File: config.mk
export PLATFORM = sky130hd
export DESIGN_NAME = cache_axi_bridge
export DESIGN_NICKNAME = d
export VERILOG_FILES = /design/src/cache_axi_pkg.sv /design/src/line_assembler.sv /design/src/line_serializer.sv /design/src/cache_axi_bridge.sv
export VERILOG_INCLUDE_DIRS = /design/src /design/src/include
export SDC_FILE = /design/constraint.sdc
export NUM_CORES = 1
export LEC_CHECK = 0
export ABC_CLOCK_PERIOD_IN_PS = 44500
export BUFFER_PORTS_ARGS = -buffer_cell sky130_fd_sc_hd__buf_4
export CORE_AREA = 5 5 690 692
export DETAILED_ROUTE_END_ITERATION = 10
export DIE_AREA = 0 0 695 697
export PLACE_DENSITY_LB_ADDON = 0.08
export SKIP_CTS_REPAIR_TIMING = 1
export SLEW_MARGIN = 25
export SYNTH_ARGS = -nofsm -noshare
export SYNTH_HDL_FRONTEND = slang
export SYNTH_SLANG_ARGS = --single-unit
File: constraint.sdc
create_clock -name aclk -period 44.5 [get_ports aclk]
set_input_delay 4.45 -clock aclk [delete_from_list [all_inputs] [get_ports aclk]]
set_output_delay 4.45 -clock aclk [all_outputs]
set_load 0.02 [all_outputs]
File: src/include/cache_axi_defines.svh
`ifndef CACHE_AXI_DEFINES_SVH
`define CACHE_AXI_DEFINES_SVH

// bus and line geometry
`define DATA_BITS   32          // one AXI beat
`define ADDR_BITS   32          // byte address
`define LINE_BITS   512         // one cache line
`define BEATS       16          // beats per line

// on-chip SRAM behind the bridge
`define MEM_WORDS   1024        // word depth, wraps at 4 KB

`define AXI_ID_BITS 4           // read source tag

`endif

File: src/cache_axi_pkg.sv
`include "cache_axi_defines.svh"

package cache_axi_pkg;

    typedef logic [`DATA_BITS-1:0]       word_t;      // one beat
    typedef logic [`ADDR_BITS-1:0]       addr_t;      // byte address
    typedef logic [`LINE_BITS-1:0]       line_t;      // full line
    typedef logic [`DATA_BITS/8-1:0]     strb_t;      // byte lanes
    typedef logic [$clog2(`BEATS)-1:0]   beat_cnt_t;  // beat index in a line
    typedef logic [`AXI_ID_BITS-1:0]     axi_id_t;    // 0 instr, 1 data

    typedef enum logic [2:0] {
        R_IDLE,
        R_IADDR,
        R_IDATA,
        R_DADDR,
        R_DDATA
    } rd_state_t;

    typedef enum logic [1:0] {
        W_IDLE,
        W_ADDR,
        W_DATA,
        W_RESP
    } wr_state_t;

    typedef enum logic [1:0] {
        S_IDLE,
        S_READ,
        S_WRITE,
        S_RESP
    } slv_state_t;

endpackage

File: src/line_assembler.sv
`timescale 1ns/1ps
`include "cache_axi_defines.svh"

module line_assembler (
    input  logic                                aclk,
    input  logic                                aresetn,
    input  cache_axi_pkg::word_t                i_beat,
    input  logic                                i_beat_en,
    input  logic                                i_flush,
    output logic [`LINE_BITS-`DATA_BITS-1:0]    o_partial
);

    localparam int PART_BITS = `LINE_BITS - `DATA_BITS;

    cache_axi_pkg::beat_cnt_t           cnt;
    logic                               full;
    logic [PART_BITS-1:0]               buf_q;

    assign full = (cnt == cache_axi_pkg::beat_cnt_t'(`BEATS - 1));   // 15 words held

    always_ff @(posedge aclk or negedge aresetn)
    begin
        if (!aresetn)
            cnt <= '0;
        else if (i_flush)
            cnt <= '0;
        else if (i_beat_en && !full)
            cnt <= cnt + 1'b1;
    end

    // newest beat enters at word 14, oldest ends up in word 0
    always_ff @(posedge aclk)
    begin
        if (i_flush)
            buf_q <= '0;
        else if (i_beat_en && !full)
            buf_q <= {i_beat, buf_q[PART_BITS-1:`DATA_BITS]};
    end

    assign o_partial = buf_q;

endmodule

File: src/line_serializer.sv
`timescale 1ns/1ps
`include "cache_axi_defines.svh"

module line_serializer (
    input  logic                    aclk,
    input  logic                    aresetn,
    input  cache_axi_pkg::line_t    i_line,
    input  cache_axi_pkg::strb_t    i_strb,
    input  logic                    i_load,
    input  logic                    i_advance,
    output cache_axi_pkg::word_t    o_beat,
    output cache_axi_pkg::strb_t    o_strb,
    output logic                    o_last
);

    cache_axi_pkg::line_t       line_q;
    cache_axi_pkg::strb_t       strb_q;
    cache_axi_pkg::beat_cnt_t   cnt;

    // line and strobe held for the whole burst
    always_ff @(posedge aclk)
    begin
        if (i_load)
        begin
            line_q <= i_line;
            strb_q <= i_strb;
        end
    end

    always_ff @(posedge aclk or negedge aresetn)
    begin
        if (!aresetn)
            cnt <= '0;
        else if (i_load)
            cnt <= '0;              // restart at word 0
        else if (i_advance)
            cnt <= cnt + 1'b1;      // accepted beats only
    end

    assign o_beat = line_q[`DATA_BITS*cnt +: `DATA_BITS];   // lowest word first
    assign o_strb = strb_q;
    assign o_last = (cnt == cache_axi_pkg::beat_cnt_t'(`BEATS - 1));

endmodule

File: src/cache_axi_bridge.sv
`timescale 1ns/1ps
`include "cache_axi_defines.svh"

module cache_axi_bridge (
    input  logic                        aclk,
    input  logic                        aresetn,
    // instruction read port
    input  cache_axi_pkg::addr_t        i_i_raddr,
    input  logic                        i_i_rvalid,
    output cache_axi_pkg::line_t        o_i_rdata,
    output logic                        o_i_rready,
    // data read port
    input  cache_axi_pkg::addr_t        i_d_raddr,
    input  logic                        i_d_rvalid,
    output cache_axi_pkg::line_t        o_d_rdata,
    output logic                        o_d_rready,
    // data write-back port
    input  cache_axi_pkg::addr_t        i_d_waddr,
    input  cache_axi_pkg::line_t        i_d_wdata,
    input  cache_axi_pkg::strb_t        i_d_wstrb,
    input  logic                        i_d_wvalid,
    output logic                        o_d_wready,
    // AXI AR and R
    output cache_axi_pkg::axi_id_t      o_arid,
    output cache_axi_pkg::addr_t        o_araddr,
    output logic                        o_arvalid,
    input  logic                        i_arready,
    input  cache_axi_pkg::word_t        i_rdata,
    input  logic                        i_rlast,
    input  logic                        i_rvalid,
    output logic                        o_rready,
    // AXI AW, W and B
    output cache_axi_pkg::addr_t        o_awaddr,
    output logic                        o_awvalid,
    input  logic                        i_awready,
    output cache_axi_pkg::word_t        o_wdata,
    output cache_axi_pkg::strb_t        o_wstrb,
    output logic                        o_wlast,
    output logic                        o_wvalid,
    input  logic                        i_wready,
    input  logic                        i_bvalid,
    output logic                        o_bready
);

    localparam int OFFS = $clog2(`LINE_BITS / 8);   // line offset bits, ignored

    cache_axi_pkg::rd_state_t           rd_state, rd_next;
    cache_axi_pkg::wr_state_t           wr_state, wr_next;
    logic [`LINE_BITS-`DATA_BITS-1:0]   partial;
    cache_axi_pkg::line_t               line_in;
    logic                               r_beat, r_done;
    logic                               ser_load;

    assign r_beat  = i_rvalid & o_rready;
    assign r_done  = r_beat & i_rlast;
    assign line_in = {i_rdata, partial};            // final beat is word 15

    line_assembler u_asm (
        .aclk      (aclk),
        .aresetn   (aresetn),
        .i_beat    (i_rdata),
        .i_beat_en (r_beat),
        .i_flush   (r_done),
        .o_partial (partial)
    );

    assign o_i_rdata = line_in;
    assign o_d_rdata = line_in;

    always_ff @(posedge aclk or negedge aresetn)
    begin
        if (!aresetn)
        begin
            rd_state <= cache_axi_pkg::R_IDLE;
            wr_state <= cache_axi_pkg::W_IDLE;
        end
        else
        begin
            rd_state <= rd_next;
            wr_state <= wr_next;
        end
    end

    // read side, data port has priority
    always_comb
    begin
        rd_next    = rd_state;
        o_arvalid  = 1'b0;
        o_arid     = '0;
        o_araddr   = {i_i_raddr[`ADDR_BITS-1:OFFS], OFFS'(0)};
        o_rready   = 1'b0;
        o_i_rready = 1'b0;
        o_d_rready = 1'b0;
        case (rd_state)
            cache_axi_pkg::R_IDLE:
            begin
                if (i_d_rvalid)
                begin
                    o_arvalid = 1'b1;
                    o_arid    = cache_axi_pkg::axi_id_t'(1);
                    o_araddr  = {i_d_raddr[`ADDR_BITS-1:OFFS], OFFS'(0)};
                    rd_next   = i_arready ? cache_axi_pkg::R_DDATA : cache_axi_pkg::R_DADDR;
                end
                else if (i_i_rvalid)
                begin
                    o_arvalid = 1'b1;
                    rd_next   = i_arready ? cache_axi_pkg::R_IDATA : cache_axi_pkg::R_IADDR;
                end
            end
            cache_axi_pkg::R_IADDR:
            begin
                o_arvalid = 1'b1;
                if (i_arready)
                    rd_next = cache_axi_pkg::R_IDATA;
            end
            cache_axi_pkg::R_IDATA:
            begin
                o_rready   = 1'b1;
                o_i_rready = r_done;            // one-cycle pulse
                if (r_done)
                    rd_next = cache_axi_pkg::R_IDLE;
            end
            cache_axi_pkg::R_DADDR:
            begin
                o_arvalid = 1'b1;
                o_arid    = cache_axi_pkg::axi_id_t'(1);
                o_araddr  = {i_d_raddr[`ADDR_BITS-1:OFFS], OFFS'(0)};
                if (i_arready)
                    rd_next = cache_axi_pkg::R_DDATA;
            end
            cache_axi_pkg::R_DDATA:
            begin
                o_rready   = 1'b1;
                o_d_rready = r_done;
                if (r_done)
                    rd_next = cache_axi_pkg::R_IDLE;
            end
            default:
                rd_next = cache_axi_pkg::R_IDLE;
        endcase
    end

    line_serializer u_ser (
        .aclk      (aclk),
        .aresetn   (aresetn),
        .i_line    (i_d_wdata),
        .i_strb    (i_d_wstrb),
        .i_load    (ser_load),
        .i_advance (o_wvalid & i_wready),
        .o_beat    (o_wdata),
        .o_strb    (o_wstrb),
        .o_last    (o_wlast)
    );

    assign o_awaddr = {i_d_waddr[`ADDR_BITS-1:OFFS], OFFS'(0)};

    // write side, address then 16 beats then response
    always_comb
    begin
        wr_next    = wr_state;
        o_awvalid  = 1'b0;
        o_wvalid   = 1'b0;
        o_bready   = 1'b0;
        o_d_wready = 1'b0;
        ser_load   = 1'b0;
        case (wr_state)
            cache_axi_pkg::W_IDLE:
            begin
                if (i_d_wvalid)
                begin
                    o_awvalid = 1'b1;
                    ser_load  = 1'b1;           // capture line with the address
                    wr_next   = i_awready ? cache_axi_pkg::W_DATA : cache_axi_pkg::W_ADDR;
                end
            end
            cache_axi_pkg::W_ADDR:
            begin
                o_awvalid = 1'b1;
                if (i_awready)
                    wr_next = cache_axi_pkg::W_DATA;
            end
            cache_axi_pkg::W_DATA:
            begin
                o_wvalid = 1'b1;
                if (i_wready && o_wlast)
                    wr_next = cache_axi_pkg::W_RESP;
            end
            cache_axi_pkg::W_RESP:
            begin
                o_bready   = 1'b1;
                o_d_wready = i_bvalid;          // pulse on B handshake
                if (i_bvalid)
                    wr_next = cache_axi_pkg::W_IDLE;
            end
            default:
                wr_next = cache_axi_pkg::W_IDLE;
        endcase
    end

endmodule

==> key figures <==
Global routing
  – First-pass GRT wire length: 390000 um
  – Via count of the first global-routing pass: 32300
  – GR Overflow Total: 0
  – Pin count of the biggest net entering global routing: 140
  – GR Util All Layers: about an eighth
  – Initial antenna violation count: around 120

Route
  – Via count: 31700
  – Wire length after detailed routing: 314000 um
  – Average vias per placed instance: 2.87
  – Mean routed wirelength per cell: 28.4 um
  – Drt pass-1 iters: 5
  – Post-detailed-route count of antenna-violating nets: 0
  – Detailed Route Iter0 Violations: 1965
  – Number of DRC violations after detailed routing: 0

Floorplan
  – Starting Density: 8.77%
  – Total I/O pin count: 1792
  – Floorplan die area: 484000 um2
  – Overall die width: 695 um
  – Std-Cell Core Area: 469000 um2
  – Vertical extent of the die: 697 um
  – Rows: 252

Logic synthesis
  – Post-synthesis instance area: 41200 um2
  – Yosys warning total: 0
  – Share of flip-flops with an asynchronous set or reset after synthesis: under 10%
  – Average instance area after synthesis: 11.5 um2
  – Number of instances in the synthesized netlist: 3580
  – Fraction of synthesized cell area taken by the top area cell type: 37.6%
  – Leading post-synthesis cells by cell area: edfxtp_1, dfxtp_1, buf_4, nand2_1, mux4_2
  – Post-synth EDFFs: 516
  – Dominant synthesized flop cell: edfxtp_1
  – Number of library cell types mapped by synthesis: 39
  – Seq/Total Area, Yosys: 61.7%
  – Library cell with the largest summed area after synthesis: edfxtp_1
  – Flip-flop and latch count after synthesis: 1009

Hold path
  – Worst min-delay path category: register to register

STA
  – Fin crit period: 10.44 ns
  – Hold violation count in the final report: 0
  – Achievable frequency: 0.0958 GHz
  – Worst slew pin tran: 1.08 ns
  – Count of final max-slew check failures: 0
  – # setup viols final: 0
  – Total negative slack: 0 ns
  – Tightest slew margin relative to the limit: 27.4%
  – Period utilization: a little under a quarter
  – Worst Skew: 0.0526 ns
  – Setup repair after global routing missed its margin: false

Cells and area
  – Most frequent standard cell in the layout excluding fill and tap cells: buf_4
  – Fill count: 53100
  – Final non-filler cell area: 61500 um2
  – Area growth from synthesis to layout: 49.2%
  – Final nets: 5372
  – Share of layout cells above drive strength 1: 43.8%
  – Core Util, Final: 13.1%
  – Commonest cells after routing, fill and taps aside: buf_4, nand2_1, edfxtp_1

Pwr
  – Leakage power total: 0.0228 uW
  – Worst voltage drop across the vdd grid: 0.0267 mV
  – Power per standard cell area: 69.5 nW/um2

Critical path
  – Required time reported for the critical path endpoint: around 40 ns
  – Crit start category: input pin
  – Arr. time, crit path: approximately 6.0 ns
  – Endpoint type of the worst setup path: output pin
  – CP Max Fanout: 27
  – Class of the most critical setup path: input pin to output pin

Outcome
  – Status: finished clean

CTS
  – Clk root buf: clkbuf_16
  – Post-CTS clock slew at the launch and capture registers of the worst setup and hold paths: 0.05 ns
  – Clock network latency to the later pin of the worst-skew pair: around 0.84 ns
  – Maximum count of clock buffers along a single path: 4
  – Number of buffers created by CTS: approximately 150
  – Sink count of the clock tree: 1009
  – Number of levels the H-tree was split into: 4
  – TritonCTS clock tree: done

Place
  – Sum of net half-perimeters after detailed placement: 251000 um
  – Count of input and output buffers: between 1500 and 2000
  – Placed instance area: 56800 um2
  – Routability cong.: 0.836

Run
  – Max-cap violation count: 0
==> cells by family (layout without fill, tap and decap cells) <==
| kind of cell | Yosys count | count (layout) | synth area share (%) |
|---|---|---|---|
| flip-flops | 1009 | 1009 | 61.7 |
| AO/OA/AOI/OAI | 560 | 560 | 7.07 |
| AND/OR/NAND/NOR | 1038 | 1038 | 9.61 |
| adder cells (fa/ha/maj) | 8 | 8 | 0.243 |
| XOR/XNOR | 5 | 5 | 0.125 |
| other | 1 | 32 | 0.00910 |
| multiplexers | 158 | 158 | 7.81 |
| buffers and inverters | 801 | 2019 | 13.4 |
==> where the power goes <==
group	switching [uW]	internal, uW
Combinational	1050	530
Clock	489	672
Sequential	329	1200
==> cells in the mapped netlist, types with 2 or more instances <==
| cell | instances |
|---|---|
| o21ai_0 | 4 |
| dfrtp_1 | 13 |
| buf_1 | 7 |
| nor3_1 | 2 |
| nand2b_1 | 4 |
| nand2_1 | 971 |
| buf_2 | 90 |
| inv_1 | 6 |
| and3_1 | 2 |
| ha_1 | 8 |
| xnor2_1 | 2 |
| or2_2 | 2 |
| dfxtp_1 | 480 |
| mux2_2 | 16 |
| a21oi_1 | 485 |
| buf_4 | 637 |
| mux2_1 | 10 |
| or3_1 | 2 |
| nand3_1 | 5 |
| a211oi_1 | 2 |
| o22ai_1 | 65 |
| and2_1 | 2 |
| nor2_1 | 44 |
| mux2i_1 | 4 |
| edfxtp_1 | 516 |
| mux4_2 | 128 |
| xor2_1 | 2 |
| clkbuf_1 | 60 |
==> metal layers <==
metal	track usage [%]	part of all wire, %
met1	13.8	38
met3	3.92	7.4
met2	22.7	52
met4	2.88	2.6
met5	0	0.093
==> stage by stage <==
| stage | hold slack, ns | total power (uW) | std cells | setup slack, ns |
|---|---|---|---|---|
| 5_1_grt | 0.508 | 4490 | 11000 | 33.96 |
| 3_5_place_dp | 0.479 | 3190 | 10800 | 33.97 |
| 4_1_cts | 0.487 | 4410 | 11000 | 33.98 |
| 2_1_floorplan | 0.523 | 2350 | 3594 | 19.73 |
| 6_report | 0.486 | 4270 | 11100 | 34.06 |
| 3_3_place_gp | 0.471 | 3200 | 10800 | 34.00 |
==> final cells by class <==
type | instances | area, um2 | area share [%]
Clock buffer | 215 | 4220 | 6.87
Tap cell | 6223 | 7790 | 12.7
Timing Repair Buffer | 1755 | 13200 | 21.5
Multi-Input combinational cell | 1784 | 10300 | 16.8
Sequential cell | 1009 | 25400 | 41.4
Antenna cell | 17 | 42.5 | 0.0692
Inverter | 6 | 22.5 | 0.0366
Clock inverter | 43 | 393 | 0.639
==> critical path, cell delays in order <==
cell and delay, ns:
buf_4 0.10, nand2_1 0.08, a21oi_4 0.15, buf_4 0.49, mux2_2 0.42, buf_4 0.16
==> path summary, 6_finish.rpt <==
check	endpoint	slack (ns)	startpoint	cells past startpoint
min in group asynchronous	wr_state[1]$_DFFE_PN0P_	3.52	aresetn	1
min	u_asm.o_partial[18]$_SDFFE_PN0P_	0.49	u_asm.o_partial[18]$_SDFFE_PN0P_	2
max in group asynchronous	rd_state[0]$_DFFE_PN0P_	40.68	aresetn	1
max reg2reg	u_asm.o_partial[11]$_SDFFE_PN0P_	39.44	rd_state[2]$_DFFE_PN0P_	8
min reg2reg	u_asm.o_partial[18]$_SDFFE_PN0P_	0.49	u_asm.o_partial[18]$_SDFFE_PN0P_	2
max	o_araddr[23]	34.06	i_d_rvalid	6
==> registers in the layout (all words and copies together) (netlist names) <==
signal and flops:
u_asm.o_partial 480, u_ser.line_q 512, u_ser.o_strb 4, u_ser.cnt 4
rd_state 3, wr_state 2, u_asm.cnt 4
Note: power is estimated with default switching activity, not from simulation.
